==> src/rtl/rtc_edit_params.svh <==
`ifndef RTC_EDIT_PARAMS_SVH
`define RTC_EDIT_PARAMS_SVH

// field and bus address width
`define RTC_BYTE_W 8

// mode byte plus eight clock fields plus three timer fields
`define RTC_NUM_FIELDS 12

// last index of the time ring, which starts at 0
`define RTC_TIME_LAST 8

// timer ring bounds
`define RTC_TIMER_FIRST 9
`define RTC_TIMER_LAST 11

// mode byte values
`define RTC_MODE_12H 8'h10
`define RTC_MODE_24H 8'h00

`endif
==> src/rtl/rtc_key_pkg.sv <==
package rtc_key_pkg;

  // one operator command per cycle
  typedef enum logic [2:0] {
    KEY_NONE  = 3'd0,
    KEY_INC   = 3'd1,
    KEY_DEC   = 3'd2,
    KEY_LEFT  = 3'd3,
    KEY_RIGHT = 3'd4
  } key_cmd_t;

endpackage

==> src/rtl/rtc_map_pkg.sv <==
`include "rtc_edit_params.svh"

package rtc_map_pkg;

  // 0 mode, 1..8 clock fields, 9..11 timer fields
  typedef logic [3:0] field_idx_t;

  localparam field_idx_t FLD_MODE = 4'd0;

  // bus address per field index
  localparam logic [`RTC_BYTE_W-1:0] field_addr [`RTC_NUM_FIELDS] = '{
    8'h00,  // mode 12/24
    8'h21,  // seconds
    8'h22,  // minutes
    8'h23,  // hours
    8'h24,  // date
    8'h25,  // month
    8'h26,  // year
    8'h27,  // weekday
    8'h28,  // week number
    8'h41,  // timer seconds
    8'h42,  // timer minutes
    8'h43   // timer hours
  };

endpackage

==> src/rtl/rtc_field_editor.sv <==
`timescale 1ns/1ps
`include "rtc_edit_params.svh"

module rtc_field_editor (
  input  logic                   clk,
  input  logic                   reset,
  input  logic                   edit_time,
  input  logic                   edit_timer,
  input  logic                   inc,
  input  logic                   dec,
  input  logic                   left,
  input  logic                   right,
  input  logic                   load,
  input  logic [`RTC_BYTE_W-1:0] rtc_sec,
  input  logic [`RTC_BYTE_W-1:0] rtc_min,
  input  logic [`RTC_BYTE_W-1:0] rtc_hour,
  input  logic [`RTC_BYTE_W-1:0] rtc_date,
  input  logic [`RTC_BYTE_W-1:0] rtc_month,
  input  logic [`RTC_BYTE_W-1:0] rtc_year,
  input  logic [`RTC_BYTE_W-1:0] rtc_weekday,
  input  logic [`RTC_BYTE_W-1:0] rtc_week,
  input  logic [`RTC_BYTE_W-1:0] rtc_timer_sec,
  input  logic [`RTC_BYTE_W-1:0] rtc_timer_min,
  input  logic [`RTC_BYTE_W-1:0] rtc_timer_hour,
  output logic [`RTC_BYTE_W-1:0] wr_addr,
  output logic [`RTC_BYTE_W-1:0] wr_data,
  output logic [`RTC_BYTE_W-1:0] mode_out,
  output logic [`RTC_BYTE_W-1:0] sec_out,
  output logic [`RTC_BYTE_W-1:0] min_out,
  output logic [`RTC_BYTE_W-1:0] hour_out,
  output logic [`RTC_BYTE_W-1:0] date_out,
  output logic [`RTC_BYTE_W-1:0] month_out,
  output logic [`RTC_BYTE_W-1:0] year_out,
  output logic [`RTC_BYTE_W-1:0] weekday_out,
  output logic [`RTC_BYTE_W-1:0] week_out,
  output logic [`RTC_BYTE_W-1:0] timer_sec_out,
  output logic [`RTC_BYTE_W-1:0] timer_min_out,
  output logic [`RTC_BYTE_W-1:0] timer_hour_out
);

  import rtc_map_pkg::*;
  import rtc_key_pkg::*;

  key_cmd_t               cmd;
  key_cmd_t               step;
  field_idx_t             sel;
  field_idx_t             sel_q;
  logic [`RTC_BYTE_W-1:0] sel_value;

  key_decode i_key_decode (
    .clk   (clk),
    .reset (reset),
    .inc   (inc),
    .dec   (dec),
    .left  (left),
    .right (right),
    .cmd   (cmd)
  );

  field_cursor i_field_cursor (
    .clk        (clk),
    .reset      (reset),
    .edit_time  (edit_time),
    .edit_timer (edit_timer),
    .cmd        (cmd),
    .sel        (sel),
    .step       (step)
  );

  field_bank i_field_bank (
    .clk            (clk),
    .reset          (reset),
    .load           (load),
    .sel            (sel),
    .step           (step),
    .rtc_sec        (rtc_sec),
    .rtc_min        (rtc_min),
    .rtc_hour       (rtc_hour),
    .rtc_date       (rtc_date),
    .rtc_month      (rtc_month),
    .rtc_year       (rtc_year),
    .rtc_weekday    (rtc_weekday),
    .rtc_week       (rtc_week),
    .rtc_timer_sec  (rtc_timer_sec),
    .rtc_timer_min  (rtc_timer_min),
    .rtc_timer_hour (rtc_timer_hour),
    .mode_out       (mode_out),
    .sec_out        (sec_out),
    .min_out        (min_out),
    .hour_out       (hour_out),
    .date_out       (date_out),
    .month_out      (month_out),
    .year_out       (year_out),
    .weekday_out    (weekday_out),
    .week_out       (week_out),
    .timer_sec_out  (timer_sec_out),
    .timer_min_out  (timer_min_out),
    .timer_hour_out (timer_hour_out),
    .sel_q          (sel_q),
    .sel_value      (sel_value)
  );

  write_port i_write_port (
    .clk       (clk),
    .reset     (reset),
    .sel_q     (sel_q),
    .sel_value (sel_value),
    .wr_addr   (wr_addr),
    .wr_data   (wr_data)
  );

endmodule

==> src/rtl/write_port.sv <==
`timescale 1ns/1ps
`include "rtc_edit_params.svh"

module write_port (
  input  logic                    clk,
  input  logic                    reset,
  input  rtc_map_pkg::field_idx_t sel_q,
  input  logic [`RTC_BYTE_W-1:0]  sel_value,
  output logic [`RTC_BYTE_W-1:0]  wr_addr,
  output logic [`RTC_BYTE_W-1:0]  wr_data
);

  import rtc_map_pkg::*;

  logic [`RTC_BYTE_W-1:0] addr_next;

  assign addr_next = field_addr[sel_q];  // register map lookup

  // address and data change on the same edge
  always_ff @(posedge clk or posedge reset) begin
    if (reset) begin
      wr_addr <= '0;
      wr_data <= '0;
    end else begin
      wr_addr <= addr_next;
      wr_data <= sel_value;
    end
  end

endmodule

==> src/rtl/field_bank.sv <==
`timescale 1ns/1ps
`include "rtc_edit_params.svh"

module field_bank (
  input  logic                    clk,
  input  logic                    reset,
  input  logic                    load,
  input  rtc_map_pkg::field_idx_t sel,
  input  rtc_key_pkg::key_cmd_t   step,
  input  logic [`RTC_BYTE_W-1:0]  rtc_sec,
  input  logic [`RTC_BYTE_W-1:0]  rtc_min,
  input  logic [`RTC_BYTE_W-1:0]  rtc_hour,
  input  logic [`RTC_BYTE_W-1:0]  rtc_date,
  input  logic [`RTC_BYTE_W-1:0]  rtc_month,
  input  logic [`RTC_BYTE_W-1:0]  rtc_year,
  input  logic [`RTC_BYTE_W-1:0]  rtc_weekday,
  input  logic [`RTC_BYTE_W-1:0]  rtc_week,
  input  logic [`RTC_BYTE_W-1:0]  rtc_timer_sec,
  input  logic [`RTC_BYTE_W-1:0]  rtc_timer_min,
  input  logic [`RTC_BYTE_W-1:0]  rtc_timer_hour,
  output logic [`RTC_BYTE_W-1:0]  mode_out,
  output logic [`RTC_BYTE_W-1:0]  sec_out,
  output logic [`RTC_BYTE_W-1:0]  min_out,
  output logic [`RTC_BYTE_W-1:0]  hour_out,
  output logic [`RTC_BYTE_W-1:0]  date_out,
  output logic [`RTC_BYTE_W-1:0]  month_out,
  output logic [`RTC_BYTE_W-1:0]  year_out,
  output logic [`RTC_BYTE_W-1:0]  weekday_out,
  output logic [`RTC_BYTE_W-1:0]  week_out,
  output logic [`RTC_BYTE_W-1:0]  timer_sec_out,
  output logic [`RTC_BYTE_W-1:0]  timer_min_out,
  output logic [`RTC_BYTE_W-1:0]  timer_hour_out,
  output rtc_map_pkg::field_idx_t sel_q,
  output logic [`RTC_BYTE_W-1:0]  sel_value
);

  import rtc_map_pkg::*;
  import rtc_key_pkg::*;

  logic [`RTC_BYTE_W-1:0] field_q [`RTC_NUM_FIELDS];
  logic [`RTC_BYTE_W-1:0] snap    [1:`RTC_NUM_FIELDS-1];  // no snapshot for mode

  assign snap[1]  = rtc_sec;
  assign snap[2]  = rtc_min;
  assign snap[3]  = rtc_hour;
  assign snap[4]  = rtc_date;
  assign snap[5]  = rtc_month;
  assign snap[6]  = rtc_year;
  assign snap[7]  = rtc_weekday;
  assign snap[8]  = rtc_week;
  assign snap[9]  = rtc_timer_sec;
  assign snap[10] = rtc_timer_min;
  assign snap[11] = rtc_timer_hour;

  always_ff @(posedge clk or posedge reset) begin
    if (reset) begin
      for (int i = 0; i < `RTC_NUM_FIELDS; i++) field_q[i] <= '0;
      sel_q <= FLD_MODE;
    end else begin
      sel_q <= sel;
      if (load) begin
        for (int i = 1; i < `RTC_NUM_FIELDS; i++) field_q[i] <= snap[i];  // steps dropped
      end else if (sel == FLD_MODE) begin
        if (step == KEY_INC) field_q[FLD_MODE] <= `RTC_MODE_12H;
        else if (step == KEY_DEC) field_q[FLD_MODE] <= `RTC_MODE_24H;
      end else if (step == KEY_INC) begin
        field_q[sel] <= field_q[sel] + 1'b1;  // 8 bit wrap
      end else if (step == KEY_DEC) begin
        field_q[sel] <= field_q[sel] - 1'b1;
      end
    end
  end

  assign sel_value = field_q[sel_q];  // value after the step

  assign mode_out       = field_q[0];
  assign sec_out        = field_q[1];
  assign min_out        = field_q[2];
  assign hour_out       = field_q[3];
  assign date_out       = field_q[4];
  assign month_out      = field_q[5];
  assign year_out       = field_q[6];
  assign weekday_out    = field_q[7];
  assign week_out       = field_q[8];
  assign timer_sec_out  = field_q[9];
  assign timer_min_out  = field_q[10];
  assign timer_hour_out = field_q[11];

  a_mode_byte: assert property (@(posedge clk) disable iff (reset)
    field_q[FLD_MODE] inside {`RTC_MODE_12H, `RTC_MODE_24H});

endmodule

==> src/rtl/field_cursor.sv <==
`timescale 1ns/1ps
`include "rtc_edit_params.svh"

module field_cursor (
  input  logic                    clk,
  input  logic                    reset,
  input  logic                    edit_time,
  input  logic                    edit_timer,
  input  rtc_key_pkg::key_cmd_t   cmd,
  output rtc_map_pkg::field_idx_t sel,
  output rtc_key_pkg::key_cmd_t   step
);

  import rtc_map_pkg::*;
  import rtc_key_pkg::*;

  localparam field_idx_t TIME_LAST   = field_idx_t'(`RTC_TIME_LAST);
  localparam field_idx_t TIMER_FIRST = field_idx_t'(`RTC_TIMER_FIRST);
  localparam field_idx_t TIMER_LAST  = field_idx_t'(`RTC_TIMER_LAST);

  logic       time_q;
  logic       timer_q;
  logic       in_time;
  logic       in_timer;
  field_idx_t ring_sel;
  field_idx_t sel_next;
  key_cmd_t   step_next;

  assign in_time  = time_q && !timer_q;
  assign in_timer = timer_q && !time_q;

  always_comb begin
    ring_sel  = sel;
    sel_next  = sel;  // both modes high holds
    step_next = KEY_NONE;
    if (in_time) begin
      if (sel > TIME_LAST) ring_sel = FLD_MODE;  // coming from timer ring
      sel_next = ring_sel;
      if (cmd == KEY_RIGHT) begin
        sel_next = (ring_sel == TIME_LAST) ? FLD_MODE : ring_sel + 1'b1;
      end else if (cmd == KEY_LEFT) begin
        sel_next = (ring_sel == FLD_MODE) ? TIME_LAST : ring_sel - 1'b1;
      end
    end else if (in_timer) begin
      if (sel < TIMER_FIRST) ring_sel = TIMER_FIRST;
      sel_next = ring_sel;
      if (cmd == KEY_RIGHT) begin
        sel_next = (ring_sel == TIMER_LAST) ? TIMER_FIRST : ring_sel + 1'b1;
      end else if (cmd == KEY_LEFT) begin
        sel_next = (ring_sel == TIMER_FIRST) ? TIMER_LAST : ring_sel - 1'b1;
      end
    end else if (!time_q && !timer_q) begin
      sel_next = FLD_MODE;
    end
    if ((in_time || in_timer) && (cmd == KEY_INC || cmd == KEY_DEC)) begin
      step_next = cmd;
    end
  end

  always_ff @(posedge clk or posedge reset) begin
    if (reset) begin
      time_q  <= 1'b0;
      timer_q <= 1'b0;
      sel     <= FLD_MODE;
      step    <= KEY_NONE;
    end else begin
      time_q  <= edit_time;  // lines up with cmd from key_decode
      timer_q <= edit_timer;
      sel     <= sel_next;
      step    <= step_next;
    end
  end

  a_sel_range: assert property (@(posedge clk) disable iff (reset) sel <= TIMER_LAST);

  a_time_ring: assert property (@(posedge clk) disable iff (reset)
    (edit_time && !edit_timer) |-> ##2 (sel <= TIME_LAST));

endmodule

==> src/rtl/key_decode.sv <==
`timescale 1ns/1ps
`include "rtc_edit_params.svh"

module key_decode (
  input  logic                  clk,
  input  logic                  reset,
  input  logic                  inc,
  input  logic                  dec,
  input  logic                  left,
  input  logic                  right,
  output rtc_key_pkg::key_cmd_t cmd
);

  import rtc_key_pkg::*;

  logic [3:0] keys;
  key_cmd_t   cmd_next;

  assign keys = {inc, dec, left, right};

  always_comb begin
    case (keys)
      4'b1000: cmd_next = KEY_INC;
      4'b0100: cmd_next = KEY_DEC;
      4'b0010: cmd_next = KEY_LEFT;
      4'b0001: cmd_next = KEY_RIGHT;
      default: cmd_next = KEY_NONE;  // idle or chord
    endcase
  end

  always_ff @(posedge clk or posedge reset) begin
    if (reset) begin
      cmd <= KEY_NONE;
    end else begin
      cmd <= cmd_next;
    end
  end

  a_chord_ignored: assert property (@(posedge clk) disable iff (reset)
    !$onehot(keys) |=> cmd == KEY_NONE);

endmodule

==> config.mk <==
export PLATFORM = sky130hd
export DESIGN_NAME = rtc_field_editor
export DESIGN_NICKNAME = d
export VERILOG_FILES = /design/src/rtl/rtc_key_pkg.sv /design/src/rtl/rtc_map_pkg.sv /design/src/rtl/rtc_field_editor.sv /design/src/rtl/write_port.sv /design/src/rtl/field_bank.sv /design/src/rtl/field_cursor.sv /design/src/rtl/key_decode.sv
export VERILOG_INCLUDE_DIRS = /design/src /design/src/rtl
export SDC_FILE = /design/constraint.sdc
export NUM_CORES = 1
export LEC_CHECK = 0
export BUFFER_PORTS_ARGS = -buffer_cell sky130_fd_sc_hd__buf_2
export CAP_MARGIN = 10
export CORE_MARGIN = 10
export CORE_UTILIZATION = 55
export CTS_BUF_LIST = sky130_fd_sc_hd__clkbuf_4
export DETAILED_ROUTE_END_ITERATION = 8
export HOLD_SLACK_MARGIN = 0.05
export PLACE_DENSITY = 0.9
export SLEW_MARGIN = 20
export SYNTH_ARGS = -nofsm -noshare
export SYNTH_HDL_FRONTEND = slang
export SYNTH_HIERARCHICAL = 1
export SYNTH_SLANG_ARGS = --single-unit
==> constraint.sdc <==
create_clock -name clk -period 4.04 [get_ports clk]
set_clock_uncertainty 0.15 [all_clocks]
set_input_delay 0.202 -clock clk [delete_from_list [all_inputs] [get_ports clk]]
set_output_delay 0.202 -clock clk [all_outputs]
set_load 0.005 [all_outputs]
==> qor.yml, run 1 <==
critical_path:
  cp.arrival_ns: 4.07
  crit_fanout: 16
  crit_path_end_kind: "flop"
  crit_chain: "buf_4 -> and2b_1 -> a2111oi_0 -> o41ai_2 -> ha_1 -> nand3b_1 -> mux2i_1 -> xnor2_1 -> o21ai_0"
  criticalPathCategory: "flop to flop"
  critical-path-top-delay-family: "compound AO/OA/AOI/OAI gates"
  max_stage_delay_ns: 0.88
  startpoint_type: "flop"
  slowest_stage: "xnor2_1"
  cp.required_ns: 4.28
  cp_num_buf_inv: 1
timing:
  drv_slew: 0
  finalSetupViolations: 0
  hold_viol_final: 0
  setup_ws_ns: 0.217
  rsz0062_at_grt: "no"
  setup_tns_ns: 0
  max_freq_ghz: 0.262
  timing.final.crit_share: 0.946
  worst_slew_pin_slew_ns: 1.11
  fin_crit_ns: 3.82
  slew_headroom: 0.257
finish:
  fin_nets: 1144
  area_growth_pct: 31.2
  layout-drive-gt1-share: 0.317
  fillers: 898
  stdcell_count: 1233
floorplanning:
  core_area_mm2: 0.0139
  rows: 43
  die_w_um: 139
  die_h_um: 139
  initial_core_util: 0.562
  dieArea_mm2: 0.0194
  ios: 209
hold_path:
  hold_class: "primary input to async pin"
place:
  dp.cells: 1099
  dpl.hpwl_mm: 21.0
  gp_congestion: 1.01
  pre_cts_slack_ns: 0.523
  portBuffers: 206
logic_synthesis:
  netlist.area_leader.share: 0.403
  synth_compound_area_frac: 0.207
  synthDistinctLibCells: 74
  synthArstFlopShare: 1.00
  ys.flop_type: "dfrtp_1"
  synth_top_family_by_area: "compound AO/OA/AOI/OAI gates"
  synth-seq-cells: 126
  ys_top_cells_by_area: "dfrtp_1 (40%), mux4_2 (12%), a22oi_1 (3.8%), nor2_1 (3.8%), a22o_1 (3.1%)"
  synth-xor-area-share: 0.00895
  synthAdderAreaFrac: 0.0160
  synth_top_area_cell: "dfrtp_1"
  yosys.area_share.simple: 0.157
  syn_area_mm2: 0.00783
  synth-edff-count: 0
  syn_avg_cell_area_um2: 10.4
  synth.mux.area_fraction: 0.155
  yosysSeqAreaShare: 0.403
  synth_cells: 752
  yosys_warnings: 6
routing:
  wl_per_cell_um: 26.8
  firstDrtPassIters: 7
  drc: 0
  vias: 8653
  drtIter0Drc: 1734
  wl_mm: 33.0
  final_antenna_net_count: 0
  avgViaCountPerCell: 7.02
clocking:
  clk_latency_ns: 0.59
  ctsHtreeMaxLevel: 4
  cts.path.max_buffers: 2
  cts_root_buf: "clkbuf_4"
  cts_tree: "yes"
  cts_made_buffers: 17
  cts_resized: 0
  clk_pin_slew_ns: 0.15
  clock_sinks: 126
global_routing:
  grt_pass1_vias: 8643
  grt.total_usage: 0.328
  use_met3: 0.121
  use_met1: 0.381
  grt_pass1_wl_mm: 50.4
  grt_max_degree: 79
  antenna_found_initial: 1
  grt_overflow: 0
  met2_usage: 0.501
  top_usage_layer: "met2"
outcome:
  status: "complete, no violations"
job:
  maxCapViolCount: 0
power:
  power_density_mw_per_mm2: 411
  peakVddDrop_mv: 0.210
  p_leak_nw: 4.60
## routing by layer
layer / wire (um) / part of all wire
met4: 2470 / 0.075
met2: 14900 / 0.45
met3: 4800 / 0.15
met1: 10800 / 0.33
met5: 0 / 0
## placed cells by master (no fill, tap or decap), drive strengths merged, types with 12 or more instances in the layout
master and n:
nor3b 12, dfrtp 126, or3 14, nor3 32
buf 229, nor2 80, a22o 28, inv 24
nand2 38, nand3 13, mux2i 15, dlygate4sd3 98
a22oi 40, nor2b 14, mux4 45, o21ai 44
a221oi 26, o22ai 13, clkbuf 17
## cells in the mapped netlist, drive strengths merged (23+ instances only)
cell    number
dfrtp      126
nor2        80
mux4        45
o21ai       44
a22oi       40
nand2       38
buf         33
nor3        32
clkbuf      29
a22o        28
a221oi      26
inv         23
## tightest hold or removal path: cells and delay by family
family / cells / cell delay [ns]
buffers and inverters: 3 / 1.04
## what timing repair did
action | in CTS | in global routing
setup buffers | 0 | 0
endpoints found under the setup margin | 0 | 0
hold endpoints to repair | 196 | 0
hold buffers | 98 | 0
## final timing paths
check,start,to,slack [ns],cells past startpoint
max,i_field_cursor/sel[0]$_DFFE_PP0P_,i_field_bank/sec_out[4]$_DFFE_PP0P_,0.22,9
min,reset,i_field_bank/month_out[0]$_DFFE_PP0P_,0.11,3
max reg2reg,i_field_cursor/sel[0]$_DFFE_PP0P_,i_field_bank/sec_out[4]$_DFFE_PP0P_,0.22,9
min reg2reg,i_field_bank/weekday_out[2]$_DFFE_PP0P_,i_field_bank/weekday_out[2]$_DFFE_PP0P_,0.42,2
max in group asynchronous,reset,i_field_bank/min_out[2]$_DFFE_PP0P_,2.66,5
min in group clk,edit_timer,i_field_cursor/timer_q$_DFF_PP0_,0.15,2
## report_power, final
part / internal (mW) / total (mW) / switching, mW
logic: 0.703 / 1.53 / 0.831
clock network: 0.425 / 0.948 / 0.523
registers: 1.45 / 1.74 / 0.290
total: 2.58 / 4.22 / 1.64
## per-stage QoR
stage / util / cell area, um2 / hold slack, ns / power [mW]
floorplan: - / 7830 / -0.194 / 2.48
global placement: 0.642 / 8940 / -0.00841 / 3.04
detailed placement: 0.642 / 8950 / -0.00962 / 3.09
CTS: 0.734 / 10200 / 0.0606 / 4.07
global route: 0.736 / 10300 / 0.119 / 4.36
finish: 0.737 / 10300 / 0.111 / 4.22
## area by class of cell
class | instances | area, um2 | area share
clock inverter | 15 | 171 | 0.0167
multi-input combinational | 542 | 4280 | 0.417
tap | 180 | 225 | 0.0219
sequential | 126 | 3160 | 0.307
timing repair buffer | 327 | 2210 | 0.215
inverter | 23 | 88.8 | 0.00865
clock buffer | 17 | 128 | 0.0124
antenna | 3 | 7.51 | 0.000731
## cells by family after synthesis
family | Yosys count
xor+xnor | 8
mux | 64
flops | 126
compound gates | 216
fa+ha+maj | 10
other cells | 2
simple gates | 241
buf+inv | 85
Note: power is estimated with default switching activity, not from simulation.
==> run 2, diff against run 1 <==
- CORE_ASPECT_RATIO: default -> 1.5
- GPL_ROUTABILITY_DRIVEN: default -> 1
- clock period: 4.04 -> 4.71 ns (I/O delays scaled with it)
==> run 2 against run 1 <==
Effect of this change: via count fell by 0.84%; final area is 0.80% lower; largest power group unchanged; sequential power down 14%.
==> qor.yml, run 2 (synthesis results as in run 1) <==
power:
  power.share.switching: 0.407
  power_density_mw_per_mm2: 339
  combPwrFrac: 0.377
  power_mw: 3.45
  p_leak_nw: 4.54
  p_switching_mw: 1.41
  peakVddDrop_mv: 0.247
  power_frac_seq: 0.432
  clockPowerShare: 0.191
  p_int_mw: 2.04
timing:
  hold_viol_final: 0
  max_freq_ghz: 0.257
  slew_headroom: 0.295
  drv_slew: 0
  timing.final.crit_share: 0.827
  fin_worst_hold_slack_ns: 0.125
  fin_crit_ns: 3.90
  setup_tns_ns: 0
  finalSetupViolations: 0
  rsz0062_at_grt: "no"
  worst_slew_pin_slew_ns: 1.05
  setup_ws_ns: 0.814
routing:
  wl_mm: 34.2
  final_antenna_net_count: 0
  wl_per_cell_um: 27.4
  avgViaCountPerCell: 6.88
  firstDrtPassIters: 6
  vias: 8580
  drc: 0
  drtIter0Drc: 1149
finish:
  stdcell_area_mm2: 0.0102
  area_growth_pct: 30.1
  final_common_cell: "buf_2"
  fin_nets: 1144
  layout-drive-gt1-share: 0.313
  final_cell_mix: "buf_2 (205), dfrtp_1 (124), dlygate4sd3_1 (98)"
clocking:
  clock_sinks: 126
  clk_pin_slew_ns: 0.11
  cts_tree: "yes"
  ctsHtreeMaxLevel: 4
  cts_root_buf: "clkbuf_4"
  cts.path.max_buffers: 2
  postCtsSetupBuffers: 0
  clk_latency_ns: 0.58
  cts_resized: 0
  cts_made_buffers: 17
  holdBufCountCts: 98
critical_path:
  cp.required_ns: 5.04
  startpoint_type: "flop"
  startpoint: "i_field_cursor/sel[0]$_DFFE_PP0P_"
  r2r_slack_ns: 0.81
  endpoint: "i_field_bank/hour_out[1]$_DFFE_PP0P_"
  r2r_start: "i_field_cursor/sel[0]$_DFFE_PP0P_"
  reg2reg_depth: 8
  cp.arrival_ns: 4.23
  reg2reg_to: "i_field_bank/hour_out[1]$_DFFE_PP0P_"
  crit_fanout: 28
  criticalPathCategory: "flop to flop"
  crit_path_end_kind: "flop"
global_routing:
  grt_pass1_vias: 8762
  grt.total_usage: 0.342
  grt_max_degree: 73
  antenna_found_initial: 3
  grt_overflow: 0
  grt_pass1_wl_mm: 52.0
floorplanning:
  dieArea_mm2: 0.0195
  initial_core_util: 0.559
  die_h_um: 166
  core_area_mm2: 0.0140
  die_w_um: 117
  ios: 209
  rows: 53
outcome:
  status: "complete, no violations"
place:
  dpl.hpwl_mm: 21.5
  place_area_mm2: 0.00896
  portBuffers: 206
  gp_congestion: 0.964
  pre_cts_slack_ns: 1.05
hold_path:
  hold_class: "primary input to async pin"
job:
  maxCapViolCount: 0
==> run 2: metrics by stage <==
step,utilization,cells
finish,0.728,1247
global route,0.727,1245
CTS,0.727,1241
detailed placement,0.640,1111
global placement,0.640,1111
floorplan,-,753
==> run 2: worst min path at each step <==
stage	from	end	slack (ns)	cells after the start
after floorplan	reset	i_key_decode/cmd[0]$_DFF_PP0_	-0.16	1
after global placement	reset	i_key_decode/cmd[0]$_DFF_PP0_	0.009	2
after detailed placement	reset	i_key_decode/cmd[2]$_DFF_PP0_	0.02	2
after CTS	reset	i_field_cursor/step[0]$_DFF_PP0_	0.09	3
after global routing	reset	i_field_cursor/sel[2]$_DFFE_PP0P_	0.10	3
final	reset	i_field_cursor/sel[2]$_DFFE_PP0P_	0.12	3
==> run 2: power groups by stage <==
stage	sequential, mW	clock [mW]	combinational [mW]
after floorplan	1.40	0	0.727
after global placement	1.47	0	1.14
after detailed placement	1.48	0	1.16
after CTS	1.46	0.645	1.23
after global routing	1.50	0.701	1.37
final	1.49	0.658	1.30
==> run 2: worst max-delay path, stage by stage (launching register included) <==
cell and delay (ns):
dfrtp_2 0.91, and2b_1 0.27, a2111oi_0 0.74, o41ai_2 0.22, inv_1 0.10, ha_1 0.24, xnor2_1 0.84, a22oi_1 0.15
o21ai_0 0.20
==> run 2: routing by layer <==
layer | share of wire | vias up | GRT usage | wire length [um]
met1 | 0.31 | 3966 | 0.377 | 10700
li1 | - | 3463 | - | -
met4 | 0.094 | 0 | 0.248 | 3210
met3 | 0.13 | 251 | 0.104 | 4340
met5 | 0 | - | 0 | 0
met2 | 0.47 | 900 | 0.548 | 15900
==> run 2: area by class of cell <==
cell class / instances / area (um2)
Tap cell: 192 / 240
Inverter: 23 / 88.8
Clock inverter: 15 / 97.6
Clock buffer: 17 / 128
Fill cell: 898 / 3810
Timing Repair Buffer: 327 / 2180
Multi-Input combinational cell: 542 / 4280
Antenna cell: 5 / 12.5
Sequential cell: 126 / 3160
